`config.mk`:
```
export PLATFORM = sky130hd
export DESIGN_NAME = issue_cluster
export DESIGN_NICKNAME = d
export VERILOG_FILES = /design/src/rtl/issue_pkg.sv /design/src/rtl/issue_cluster.sv /design/src/rtl/flush_control.sv /design/src/rtl/exec_lanes.sv /design/src/rtl/issue_select.sv /design/src/rtl/reservation_station.sv /design/src/rtl/latency_timer.sv /design/src/rtl/slot_select.sv
export SDC_FILE = /design/constraint.sdc
export NUM_CORES = 2
export LEC_CHECK = 0
export BUFFER_PORTS_ARGS = -buffer_cell sky130_fd_sc_hd__buf_2
export CAP_MARGIN = 10
export CORE_AREA = 4 4 307 309
export CTS_BUF_LIST = sky130_fd_sc_hd__clkbuf_4
export DETAILED_ROUTE_END_ITERATION = 8
export DIE_AREA = 0 0 311 313
export GPL_ROUTABILITY_DRIVEN = 1
export PLACE_DENSITY_LB_ADDON = 0.08
export SETUP_SLACK_MARGIN = 0.15
export SYNTH_ARGS = -nofsm -noshare
export SYNTH_HDL_FRONTEND = slang
export SYNTH_SLANG_ARGS = --single-unit
```
`constraint.sdc`:
```
create_clock -name clock -period 7.6 [get_ports clock]
set_clock_uncertainty 0.1 [all_clocks]
set_input_delay 0 -clock clock [delete_from_list [all_inputs] [get_ports clock]]
set_output_delay 0 -clock clock [all_outputs]
set_load 0.02 [all_outputs]
```
`src/rtl/issue_pkg.sv`:
```
// Shared sizes, opcodes and packet structs of the issue cluster, referenced by scoped names
package issue_pkg;

    //////////////////////////////////////////////////
    // Sizes
    //////////////////////////////////////////////////

    localparam int n_way       = 2;   // Dispatch width
    localparam int rs_size     = 8;   // Station entries
    localparam int cdb_size    = 2;   // Slot 0 ALU, slot 1 multiply
    localparam int tag_width   = 6;   // Physical tag bits
    localparam int data_width  = 16;  // Operand bits
    localparam int mul_latency = 3;   // Cycles from issue to broadcast

    typedef logic [$clog2(rs_size)-1:0]   rs_idx_t;      // Entry index
    typedef logic [$clog2(rs_size+1)-1:0] rs_count_t;    // Running free count, 0..rs_size
    typedef logic [$clog2(n_way+1)-1:0]   free_count_t;  // Free count capped at n_way

    typedef logic [tag_width-1:0]  tag_t;
    typedef logic [data_width-1:0] data_t;

    // Opcodes; MUL goes to the multiply lane, the rest to the ALU
    typedef enum logic [1:0] {
        alu_add = 2'd0,
        alu_sub = 2'd1,
        alu_xor = 2'd2,
        alu_mul = 2'd3
    } alu_op_t;

    //////////////////////////////////////////////////
    // Packets
    //////////////////////////////////////////////////

    // One station entry; a source is either a value (ready) or waits on its tag
    typedef struct packed {
        logic    valid;
        alu_op_t op;
        tag_t    dest_tag;
        tag_t    src1_tag;
        logic    src1_ready;
        data_t   src1_value;
        tag_t    src2_tag;
        logic    src2_ready;
        data_t   src2_value;
    } rs_entry_t;

    // Common data bus, one slot per lane
    typedef struct packed {
        logic [cdb_size-1:0]        valid;
        tag_t [cdb_size-1:0]        tags;
        data_t [cdb_size-1:0]       values;
    } cdb_packet_t;

    // Operation handed from issue to a lane
    typedef struct packed {
        logic    valid;
        alu_op_t op;
        tag_t    dest_tag;
        data_t   src1_value;
        data_t   src2_value;
    } issue_packet_t;

endpackage
```
`src/rtl/issue_cluster.sv`:
```
// Top of the out-of-order issue cluster: station, selector, lanes and flush control around a two-slot CDB
module issue_cluster (
    input  logic                                        clock,
    input  logic                                        reset,

    // Dispatch
    input  logic [issue_pkg::n_way-1:0]                 alloc_valid,
    input  issue_pkg::rs_entry_t [issue_pkg::n_way-1:0] alloc_entries,
    input  logic                                        mispredict,

    output issue_pkg::cdb_packet_t                      cdb,
    output issue_pkg::free_count_t                      free_count,
    output logic                                        dispatch_ready
);

    issue_pkg::rs_entry_t [issue_pkg::rs_size-1:0] entries;
    logic [issue_pkg::n_way-1:0]                   clear_valid;
    issue_pkg::rs_idx_t [issue_pkg::n_way-1:0]     clear_idxs;
    issue_pkg::issue_packet_t                      alu_issue, mul_issue;
    logic                                          mul_busy;
    logic                                          flush, squash;

    reservation_station i_station (
        .clock         (clock),
        .reset         (reset),
        .alloc_valid   (alloc_valid),
        .alloc_entries (alloc_entries),
        .cdb           (cdb),           // Wakeup loop
        .clear_valid   (clear_valid),
        .clear_idxs    (clear_idxs),
        .flush         (flush),
        .entries       (entries),
        .free_count    (free_count)
    );

    issue_select i_select (
        .entries     (entries),
        .mul_busy    (mul_busy),
        .clear_valid (clear_valid),
        .clear_idxs  (clear_idxs),
        .alu_issue   (alu_issue),
        .mul_issue   (mul_issue)
    );

    exec_lanes i_lanes (
        .clock     (clock),
        .reset     (reset),
        .alu_issue (alu_issue),
        .mul_issue (mul_issue),
        .squash    (squash),
        .cdb       (cdb),
        .mul_busy  (mul_busy)
    );

    flush_control i_flush (
        .clock          (clock),
        .reset          (reset),
        .mispredict     (mispredict),
        .mul_busy       (mul_busy),
        .flush          (flush),
        .squash         (squash),
        .dispatch_ready (dispatch_ready)
    );

endmodule

```
`src/rtl/flush_control.sv`:
```
// Mispredict recovery FSM: flushes the station, squashes lanes and holds dispatch until the multiplier idles
module flush_control (
    input  logic clock,
    input  logic reset,
    input  logic mispredict,  // One-cycle pulse
    input  logic mul_busy,
    output logic flush,
    output logic squash,
    output logic dispatch_ready
);

    typedef enum logic [1:0] {
        st_run   = 2'd0,
        st_flush = 2'd1,
        st_drain = 2'd2
    } state_t;

    state_t state, cur_state, next_state;

    // A mispredict in run is the flush cycle itself
    assign cur_state = (state == st_run && mispredict) ? st_flush : state;

    always_comb begin
        case (cur_state)
            st_flush: next_state = mul_busy ? st_drain : st_run;
            st_drain: next_state = mul_busy ? st_drain : st_run;  // Wait out the multiplier
            default:  next_state = st_run;
        endcase
    end

    always_ff @(posedge clock) begin
        if (reset) state <= st_run;
        else       state <= next_state;
    end

    assign flush          = (cur_state == st_flush);
    assign squash         = (cur_state != st_run);   // Flush and drain
    assign dispatch_ready = (cur_state == st_run);

endmodule

```
`src/rtl/exec_lanes.sv`:
```
// Execution lanes: single-cycle ALU on CDB slot 0 and unpipelined multiplier on CDB slot 1
module exec_lanes (
    input  logic                     clock,
    input  logic                     reset,
    input  issue_pkg::issue_packet_t alu_issue,
    input  issue_pkg::issue_packet_t mul_issue,
    input  logic                     squash,    // Kill in-flight work
    output issue_pkg::cdb_packet_t   cdb,
    output logic                     mul_busy
);

    //////////////////////////////////////////////////
    // ALU lane
    //////////////////////////////////////////////////

    issue_pkg::data_t alu_result;
    logic             alu_valid;
    issue_pkg::tag_t  alu_tag;
    issue_pkg::data_t alu_value;

    always_comb begin
        case (alu_issue.op)
            issue_pkg::alu_add: alu_result = alu_issue.src1_value + alu_issue.src2_value;
            issue_pkg::alu_sub: alu_result = alu_issue.src1_value - alu_issue.src2_value;
            default:            alu_result = alu_issue.src1_value ^ alu_issue.src2_value;
        endcase
    end

    always_ff @(posedge clock) begin
        if (reset) alu_valid <= 1'b0;
        else       alu_valid <= alu_issue.valid && !squash;  // Squashed issue never broadcasts
        alu_tag   <= alu_issue.dest_tag;
        alu_value <= alu_result;
    end

    //////////////////////////////////////////////////
    // Multiply lane
    //////////////////////////////////////////////////

    logic             mul_start, mul_done;
    issue_pkg::tag_t  mul_tag;
    issue_pkg::data_t mul_value;

    assign mul_start = mul_issue.valid && !squash;

    always_ff @(posedge clock) begin
        if (mul_start) begin
            mul_tag   <= mul_issue.dest_tag;
            mul_value <= mul_issue.src1_value * mul_issue.src2_value;  // Low half of product
        end
    end

    latency_timer i_mul_timer (
        .clock  (clock),
        .reset  (reset),
        .start  (mul_start),
        .cancel (squash),
        .busy   (mul_busy),
        .done   (mul_done)
    );

    // Each lane owns its slot
    assign cdb.valid  = {mul_done, alu_valid};
    assign cdb.tags   = {mul_tag, alu_tag};
    assign cdb.values = {mul_value, alu_value};

endmodule

```
`src/rtl/issue_select.sv`:
```
// Issue selection: oldest-index ready entry per lane class, turned into issue packets and station clears
module issue_select (
    input  issue_pkg::rs_entry_t [issue_pkg::rs_size-1:0] entries,
    input  logic                                          mul_busy,  // Multiplier occupied

    output logic [issue_pkg::n_way-1:0]                   clear_valid,
    output issue_pkg::rs_idx_t [issue_pkg::n_way-1:0]     clear_idxs,
    output issue_pkg::issue_packet_t                      alu_issue,
    output issue_pkg::issue_packet_t                      mul_issue
);

    logic [issue_pkg::rs_size-1:0]      alu_req, mul_req;
    logic [0:0][issue_pkg::rs_size-1:0] alu_gnt, mul_gnt;
    issue_pkg::rs_idx_t                 alu_idx, mul_idx;

    // One-hot grant to entry index
    function automatic issue_pkg::rs_idx_t onehot_idx(input logic [issue_pkg::rs_size-1:0] onehot);
        issue_pkg::rs_idx_t idx;
        idx = '0;
        for (int i = 0; i < issue_pkg::rs_size; i++) begin
            if (onehot[i]) idx = issue_pkg::rs_idx_t'(i);
        end
        return idx;
    endfunction

    // Ready masks, both sources present
    always_comb begin
        for (int i = 0; i < issue_pkg::rs_size; i++) begin
            alu_req[i] = entries[i].valid && entries[i].src1_ready && entries[i].src2_ready
                      && entries[i].op != issue_pkg::alu_mul;
            mul_req[i] = entries[i].valid && entries[i].src1_ready && entries[i].src2_ready
                      && entries[i].op == issue_pkg::alu_mul && !mul_busy;  // Waits out busy time
        end
    end

    slot_select #(.width(issue_pkg::rs_size), .grants(1)) i_alu_select (
        .req (alu_req), .gnt_bus (alu_gnt)
    );

    slot_select #(.width(issue_pkg::rs_size), .grants(1)) i_mul_select (
        .req (mul_req), .gnt_bus (mul_gnt)
    );

    assign alu_idx = onehot_idx(alu_gnt[0]);
    assign mul_idx = onehot_idx(mul_gnt[0]);

    // Packets; payload follows the picked entry
    assign alu_issue = '{valid: |alu_gnt[0], op: entries[alu_idx].op,
                         dest_tag: entries[alu_idx].dest_tag,
                         src1_value: entries[alu_idx].src1_value,
                         src2_value: entries[alu_idx].src2_value};
    assign mul_issue = '{valid: |mul_gnt[0], op: entries[mul_idx].op,
                         dest_tag: entries[mul_idx].dest_tag,
                         src1_value: entries[mul_idx].src1_value,
                         src2_value: entries[mul_idx].src2_value};

    assign clear_valid = {mul_issue.valid, alu_issue.valid};  // Lane 0 ALU, lane 1 MUL
    assign clear_idxs  = {mul_idx, alu_idx};

endmodule

```
`src/rtl/reservation_station.sv`:
```
// Reservation station storage: allocation into free slots, CDB wakeup, issue clears, flush, free count
module reservation_station (
    input  logic clock,
    input  logic reset,

    // Dispatch side
    input  logic [issue_pkg::n_way-1:0]                 alloc_valid,
    input  issue_pkg::rs_entry_t [issue_pkg::n_way-1:0] alloc_entries,

    input  issue_pkg::cdb_packet_t                      cdb,  // Wakeup broadcasts

    // Issue side, lane 0 ALU and lane 1 multiply
    input  logic [issue_pkg::n_way-1:0]                 clear_valid,
    input  issue_pkg::rs_idx_t [issue_pkg::n_way-1:0]   clear_idxs,

    input  logic                                        flush,  // Mispredict recovery

    output issue_pkg::rs_entry_t [issue_pkg::rs_size-1:0] entries,
    output issue_pkg::free_count_t                        free_count
);

    issue_pkg::rs_entry_t [issue_pkg::rs_size-1:0] rs_array, rs_array_next;
    logic [issue_pkg::rs_size-1:0]                          free_mask;
    logic [issue_pkg::n_way-1:0][issue_pkg::rs_size-1:0]    alloc_gnt;  // Slot per lane
    issue_pkg::rs_count_t                                   free_cnt, free_cnt_next;

    //////////////////////////////////////////////////
    // Slot choice
    //////////////////////////////////////////////////

    // Empty slots plus slots issuing this cycle
    always_comb begin
        for (int i = 0; i < issue_pkg::rs_size; i++) begin
            free_mask[i] = !rs_array[i].valid;
        end
        for (int l = 0; l < issue_pkg::n_way; l++) begin
            if (clear_valid[l]) free_mask[clear_idxs[l]] = 1'b1;
        end
    end

    slot_select #(
        .width  (issue_pkg::rs_size),
        .grants (issue_pkg::n_way)
    ) i_free_select (
        .req     (free_mask),
        .gnt_bus (alloc_gnt)
    );

    //////////////////////////////////////////////////
    // Next state of the array
    //////////////////////////////////////////////////

    always_comb begin
        rs_array_next = rs_array;

        for (int l = 0; l < issue_pkg::n_way; l++) begin  // Issued entries leave
            if (clear_valid[l]) rs_array_next[clear_idxs[l]].valid = 1'b0;
        end

        for (int l = 0; l < issue_pkg::n_way; l++) begin  // New entries land in granted slots
            for (int i = 0; i < issue_pkg::rs_size; i++) begin
                if (alloc_valid[l] && alloc_gnt[l][i]) rs_array_next[i] = alloc_entries[l];
            end
        end

        // Tag match against every valid slot, new entries included
        for (int i = 0; i < issue_pkg::rs_size; i++) begin
            for (int s = 0; s < issue_pkg::cdb_size; s++) begin
                if (rs_array_next[i].valid && cdb.valid[s]) begin
                    if (!rs_array_next[i].src1_ready && rs_array_next[i].src1_tag == cdb.tags[s]) begin
                        rs_array_next[i].src1_ready = 1'b1;
                        rs_array_next[i].src1_value = cdb.values[s];  // Capture operand
                    end
                    if (!rs_array_next[i].src2_ready && rs_array_next[i].src2_tag == cdb.tags[s]) begin
                        rs_array_next[i].src2_ready = 1'b1;
                        rs_array_next[i].src2_value = cdb.values[s];
                    end
                end
            end
        end
    end

    // Clears give slots back, allocations take them
    assign free_cnt_next = free_cnt
                         + issue_pkg::rs_count_t'($countones(clear_valid))
                         - issue_pkg::rs_count_t'($countones(alloc_valid));

    always_ff @(posedge clock) begin
        if (reset || flush) begin
            free_cnt <= issue_pkg::rs_count_t'(issue_pkg::rs_size);
            rs_array <= '0;  // Every entry invalid
        end else begin
            free_cnt <= free_cnt_next;
            rs_array <= rs_array_next;
        end
    end

    assign entries    = rs_array;
    assign free_count = (free_cnt > issue_pkg::n_way) ? issue_pkg::free_count_t'(issue_pkg::n_way)
                                                      : issue_pkg::free_count_t'(free_cnt);

endmodule

```
`src/rtl/latency_timer.sv`:
```
// Down-counter holding the multiply lane busy for its latency, with a done pulse in the last cycle
module latency_timer (
    input  logic clock,
    input  logic reset,
    input  logic start,   // Load full latency
    input  logic cancel,  // Abort, no done
    output logic busy,
    output logic done
);

    logic [$clog2(issue_pkg::mul_latency+1)-1:0] count;  // Cycles left

    always_ff @(posedge clock) begin
        if (reset || cancel) begin
            count <= '0;
        end else if (start) begin
            count <= ($bits(count))'(issue_pkg::mul_latency);
        end else if (count != '0) begin
            count <= count - 1'b1;
        end
    end

    assign busy = (count != '0);
    assign done = (count == 1);  // Final cycle of the run

endmodule

```
`src/rtl/slot_select.sv`:
```
// Priority picker returning the lowest set request bits as one-hot grants, used for free slots and issue
module slot_select #(
    parameter int width  = 8,  // Request vector width
    parameter int grants = 1   // Number of one-hot grants
) (
    input  logic [width-1:0]             req,
    output logic [grants-1:0][width-1:0] gnt_bus
);

    logic [width-1:0] remaining;  // Requests not yet granted

    always_comb begin
        remaining = req;
        for (int k = 0; k < grants; k++) begin
            gnt_bus[k] = remaining & (~remaining + 1'b1);  // Isolate lowest set bit
            remaining  = remaining & ~gnt_bus[k];          // Drop it for the next grant
        end
    end

endmodule

```
==> flow_summary_export.csv <==
group,metric,value,unit
place,numPlacedInstances,6727,
place,placed_area,45000,sq um
sta,min_period_over_period,101,%
place,port_buffers,163,
floorplanning,ios,164,
setup_path,arrival,8390,ps
finish,postLayoutCellArea,51500,sq um
clocking,clockRootBuffer,"clkbuf_4",
finish,layoutNonFillerInstCount,7411,
sta,slew_violations,0,
detailed_routing,num_vias,49200,
synth,synth.distinct_cells,122,
sta,rsz0062_at_grt,"true",
setup_path,r2r_start,"i_lanes.i_mul_timer.count[0]$_SDFFE_PP0P_",
synth,synth_nets,5883,
clocking,clk_pin_slew,70,ps
sta,fmax,0.130,GHz
synth,synth_edf_count,22,
finish,final_cell_mix,"626 x nor2_1, 613 x nand2_1, 469 x dfxtp_1",
hold_path,hp-start,"alloc_entries[26]",
synth,ys_ff_latch,492,
clocking,clock-sinks,492,
finish,drive_above_1_share,17.1,%
setup_path,end_kind,"register",
sta,hold_viol,0,
global_route,grt_max_degree,158,
detailed_routing,ant_nets,0,
synth,ys_warn_count,0,
setup_path,reg2reg_depth,31,
global_route,grt_overflow_total,0,
setup_path,crit_top_cell,"fa_1",
setup_path,timing.rr.end,"i_lanes.mul_value[15]$_DFFE_PP_",
synth,syn-mean-instance-area,7.47,sq um
global_route,grt_use_met1,57.2,%
setup_path,reg2reg_slack,-70,ps
place,post-dp-hpwl,143,mm
setup_path,required,8320,ps
setup_path,critPathLaunchType,"register",
global_route,first_global_vias,46300,
floorplanning,row_count,111,
global_route,antenna_found_initial,11,
detailed_routing,wire_per_inst,29.8,um
pwr,power,6.88,mW
clocking,cts_buffer_depth,3,
detailed_routing,firstDrtPassIters,9,
flow_run,cap_violations,0,
clocking,cts_tree,"done",
sta,slew_headroom,12.4,%
hold_path,hold_depth,8,
floorplanning,die_area,97300,sq um
sta,tightest_slew,1310,ps
setup_path,crit_type,"register to register",
detailed_routing,via_per_inst,6.64,
pwr,peakVddDrop,137,uV
setup_path,crit_slowest_cell,"fa_2",
place,gp_congestion,1.00,
synth,syn_area,41900,sq um
clocking,h-tree-depth,4,
clocking,clk_latency,1170,ps
floorplanning,coreArea,91400,sq um
synth,synth_seq_area_share,24.0,%
detailed_routing,drt-total-wl,221,mm
finish,syn2layout_area_growth,22.9,%
global_route,met2_usage,63.2,%
synth,async_flop_share,0,%
hold_path,hold_class,"primary input to register",
global_route,track_usage,43.7,%
outcome,violations,"setup timing",
setup_path,crit_fanout,7,
sta,setup_viol,1,
global_route,grt_pass1_wl,319,mm
floorplanning,initial_core_util,45.9,%
sta,finalWorstSetupSlack,-67.3,ps
clocking,cts_buffers,155,
synth,postSynthCellCount,5610,
global_route,grt.busiest_layer,"met2",
detailed_routing,drc,0,
finish,final_common_cell,"nor2_1",
pwr,cellPowerDensity,134,nW/um^2
finish,nets,6398,
floorplanning,dieWidth,311,um
pwr,leakage,20.8,nW
synth,synth_ff_type,"dfxtp_1",
setup_path,cp_slowest_stage_delay,570,ps
global_route,met3_usage,14.8,%
hold_path,hold_end,"i_station.entries[191]$_SDFF_PP0_",
sta,fin_crit,7670,ps
floorplanning,die_y,313,um
detailed_routing,drt_iter0_drc,7550,
outcome,outcome,"complete, but fails checks",
-- per-stage QoR --
stage               worst slack [ps]  util (%)  hold slack [ps]  setup TNS, ps
finish                         -67.3      56.4             64.1          -67.3
global route                    -257      56.3             84.3           -268
CTS                             30.9      55.9             1.25              0
detailed placement              -615      49.2              232          -1270
global placement                -525      49.2              231           -901
floorplan                        151         -            -23.2              0
-- cell usage after synthesis, drive strengths merged, types with 23 or more instances --
master	instances	share of area, %
o21ai	285	3.4
a311oi	75	1.6
inv	200	1.8
nand2b	39	0.62
a211oi	148	2.7
a21oi	464	5.6
o211a	35	0.84
nand4	48	0.75
a31oi	71	1.1
mux2i	388	9.3
o221ai	23	0.48
clkbuf	411	3.7
o22ai	41	0.61
nand2	625	5.6
nor4	30	0.59
ha	75	2.2
o31ai	52	0.98
nor2b	31	0.46
buf	155	2.0
nor3	108	1.5
or2	54	0.81
mux2	43	1.2
nand3	194	2.4
nor2	646	5.8
a211o	103	2.2
xnor2	165	3.4
dfxtp	470	22
and3	66	1.0
o211ai	93	1.7
fa	83	4.0
xor2	31	0.65
and2	38	0.57
a221oi	35	0.80
-- flip-flops by register name, summed over array words and instances (netlist names) --
| signal | flops |
|---|---|
| i_station.free_cnt | 4 |
| i_lanes.alu_valid | 1 |
| i_flush.state | 1 |
| i_station.entries | 440 |
| i_lanes.alu_tag | 6 |
| i_lanes.alu_value | 16 |
| i_lanes.i_mul_timer.count | 2 |
| i_lanes.mul_value | 16 |
| i_lanes.mul_tag | 6 |
-- critical path: cells and delay by family (launching register included) --
kind            cells  cell delay [ps]
xor+xnor            1              350
compound gates      6             1090
simple gates        8             1180
fa+ha+maj           8             3480
buf+inv             8              830
flops               1              320
-- kinds of logic after synthesis --
kind of cell / after synthesis / synth area share, %
adder cells (fa/ha/maj): 158 / 6.20
buffers and inverters: 768 / 7.45
AO/OA/AOI/OAI: 1602 / 26.0
multiplexers: 431 / 10.5
flip-flops: 492 / 24.0
AND/OR/NAND/NOR: 1961 / 21.7
XOR/XNOR: 198 / 4.20
-- worst max-delay path by stage --
stage | startpoint | endpoint | slack, ps | depth (start not counted)
global route | i_lanes.i_mul_timer.count[0]$_SDFFE_PP0P_ | i_lanes.mul_value[15]$_DFFE_PP_ | -260 | 38
CTS | i_lanes.i_mul_timer.count[1]$_SDFFE_PP0P_ | i_lanes.mul_value[15]$_DFFE_PP_ | 30 | 38
detailed placement | i_lanes.i_mul_timer.count[1]$_SDFFE_PP0P_ | i_lanes.mul_value[15]$_DFFE_PP_ | -620 | 32
global placement | i_lanes.i_mul_timer.count[0]$_SDFFE_PP0P_ | i_lanes.mul_value[15]$_DFFE_PP_ | -530 | 34
floorplan | i_lanes.i_mul_timer.count[0]$_SDFFE_PP0P_ | i_lanes.mul_value[15]$_DFFE_PP_ | 150 | 32
finish | i_lanes.i_mul_timer.count[0]$_SDFFE_PP0P_ | i_lanes.mul_value[15]$_DFFE_PP_ | -70 | 31
-- metal layers --
metal  vias up  wire, um  part of all wire [%]
li1      21200         -                     -
met1     23200     85800                    39
met2      3777     89200                    40
met3       947     31500                    14
met4         8     14200                   6.5
met5         -        44                 0.020
-- cell type report --
cell class / count / area, sq um
diodes: 7 / 17.5
clock buffers: 209 / 1570
clock inverters: 41 / 272
fillers: 8858 / 39900
inverters: 202 / 758
multi-input cells: 4353 / 29600
flip-flops and latches: 492 / 10100
well taps: 1186 / 1480
repair buffers: 921 / 7750
-- power breakdown --
group          total [mW]  internal (mW)  switching [mW]  leakage (nW)
sequential           2.85           2.66           0.192          4.01
combinational        1.26          0.459           0.799          15.7
clock                2.77           1.36            1.40          1.07
-- repair_timing --
item                       4_1_cts  5_1_grt
hold endpoints to repair       470        0
setup endpoints to repair        4       14
setup buffers                   33       17
pin swaps                       45       36
cloned                           4        0
hold buffers                   373        0
gates resized for setup         48       59
Power figures use the tool's default switching activity.
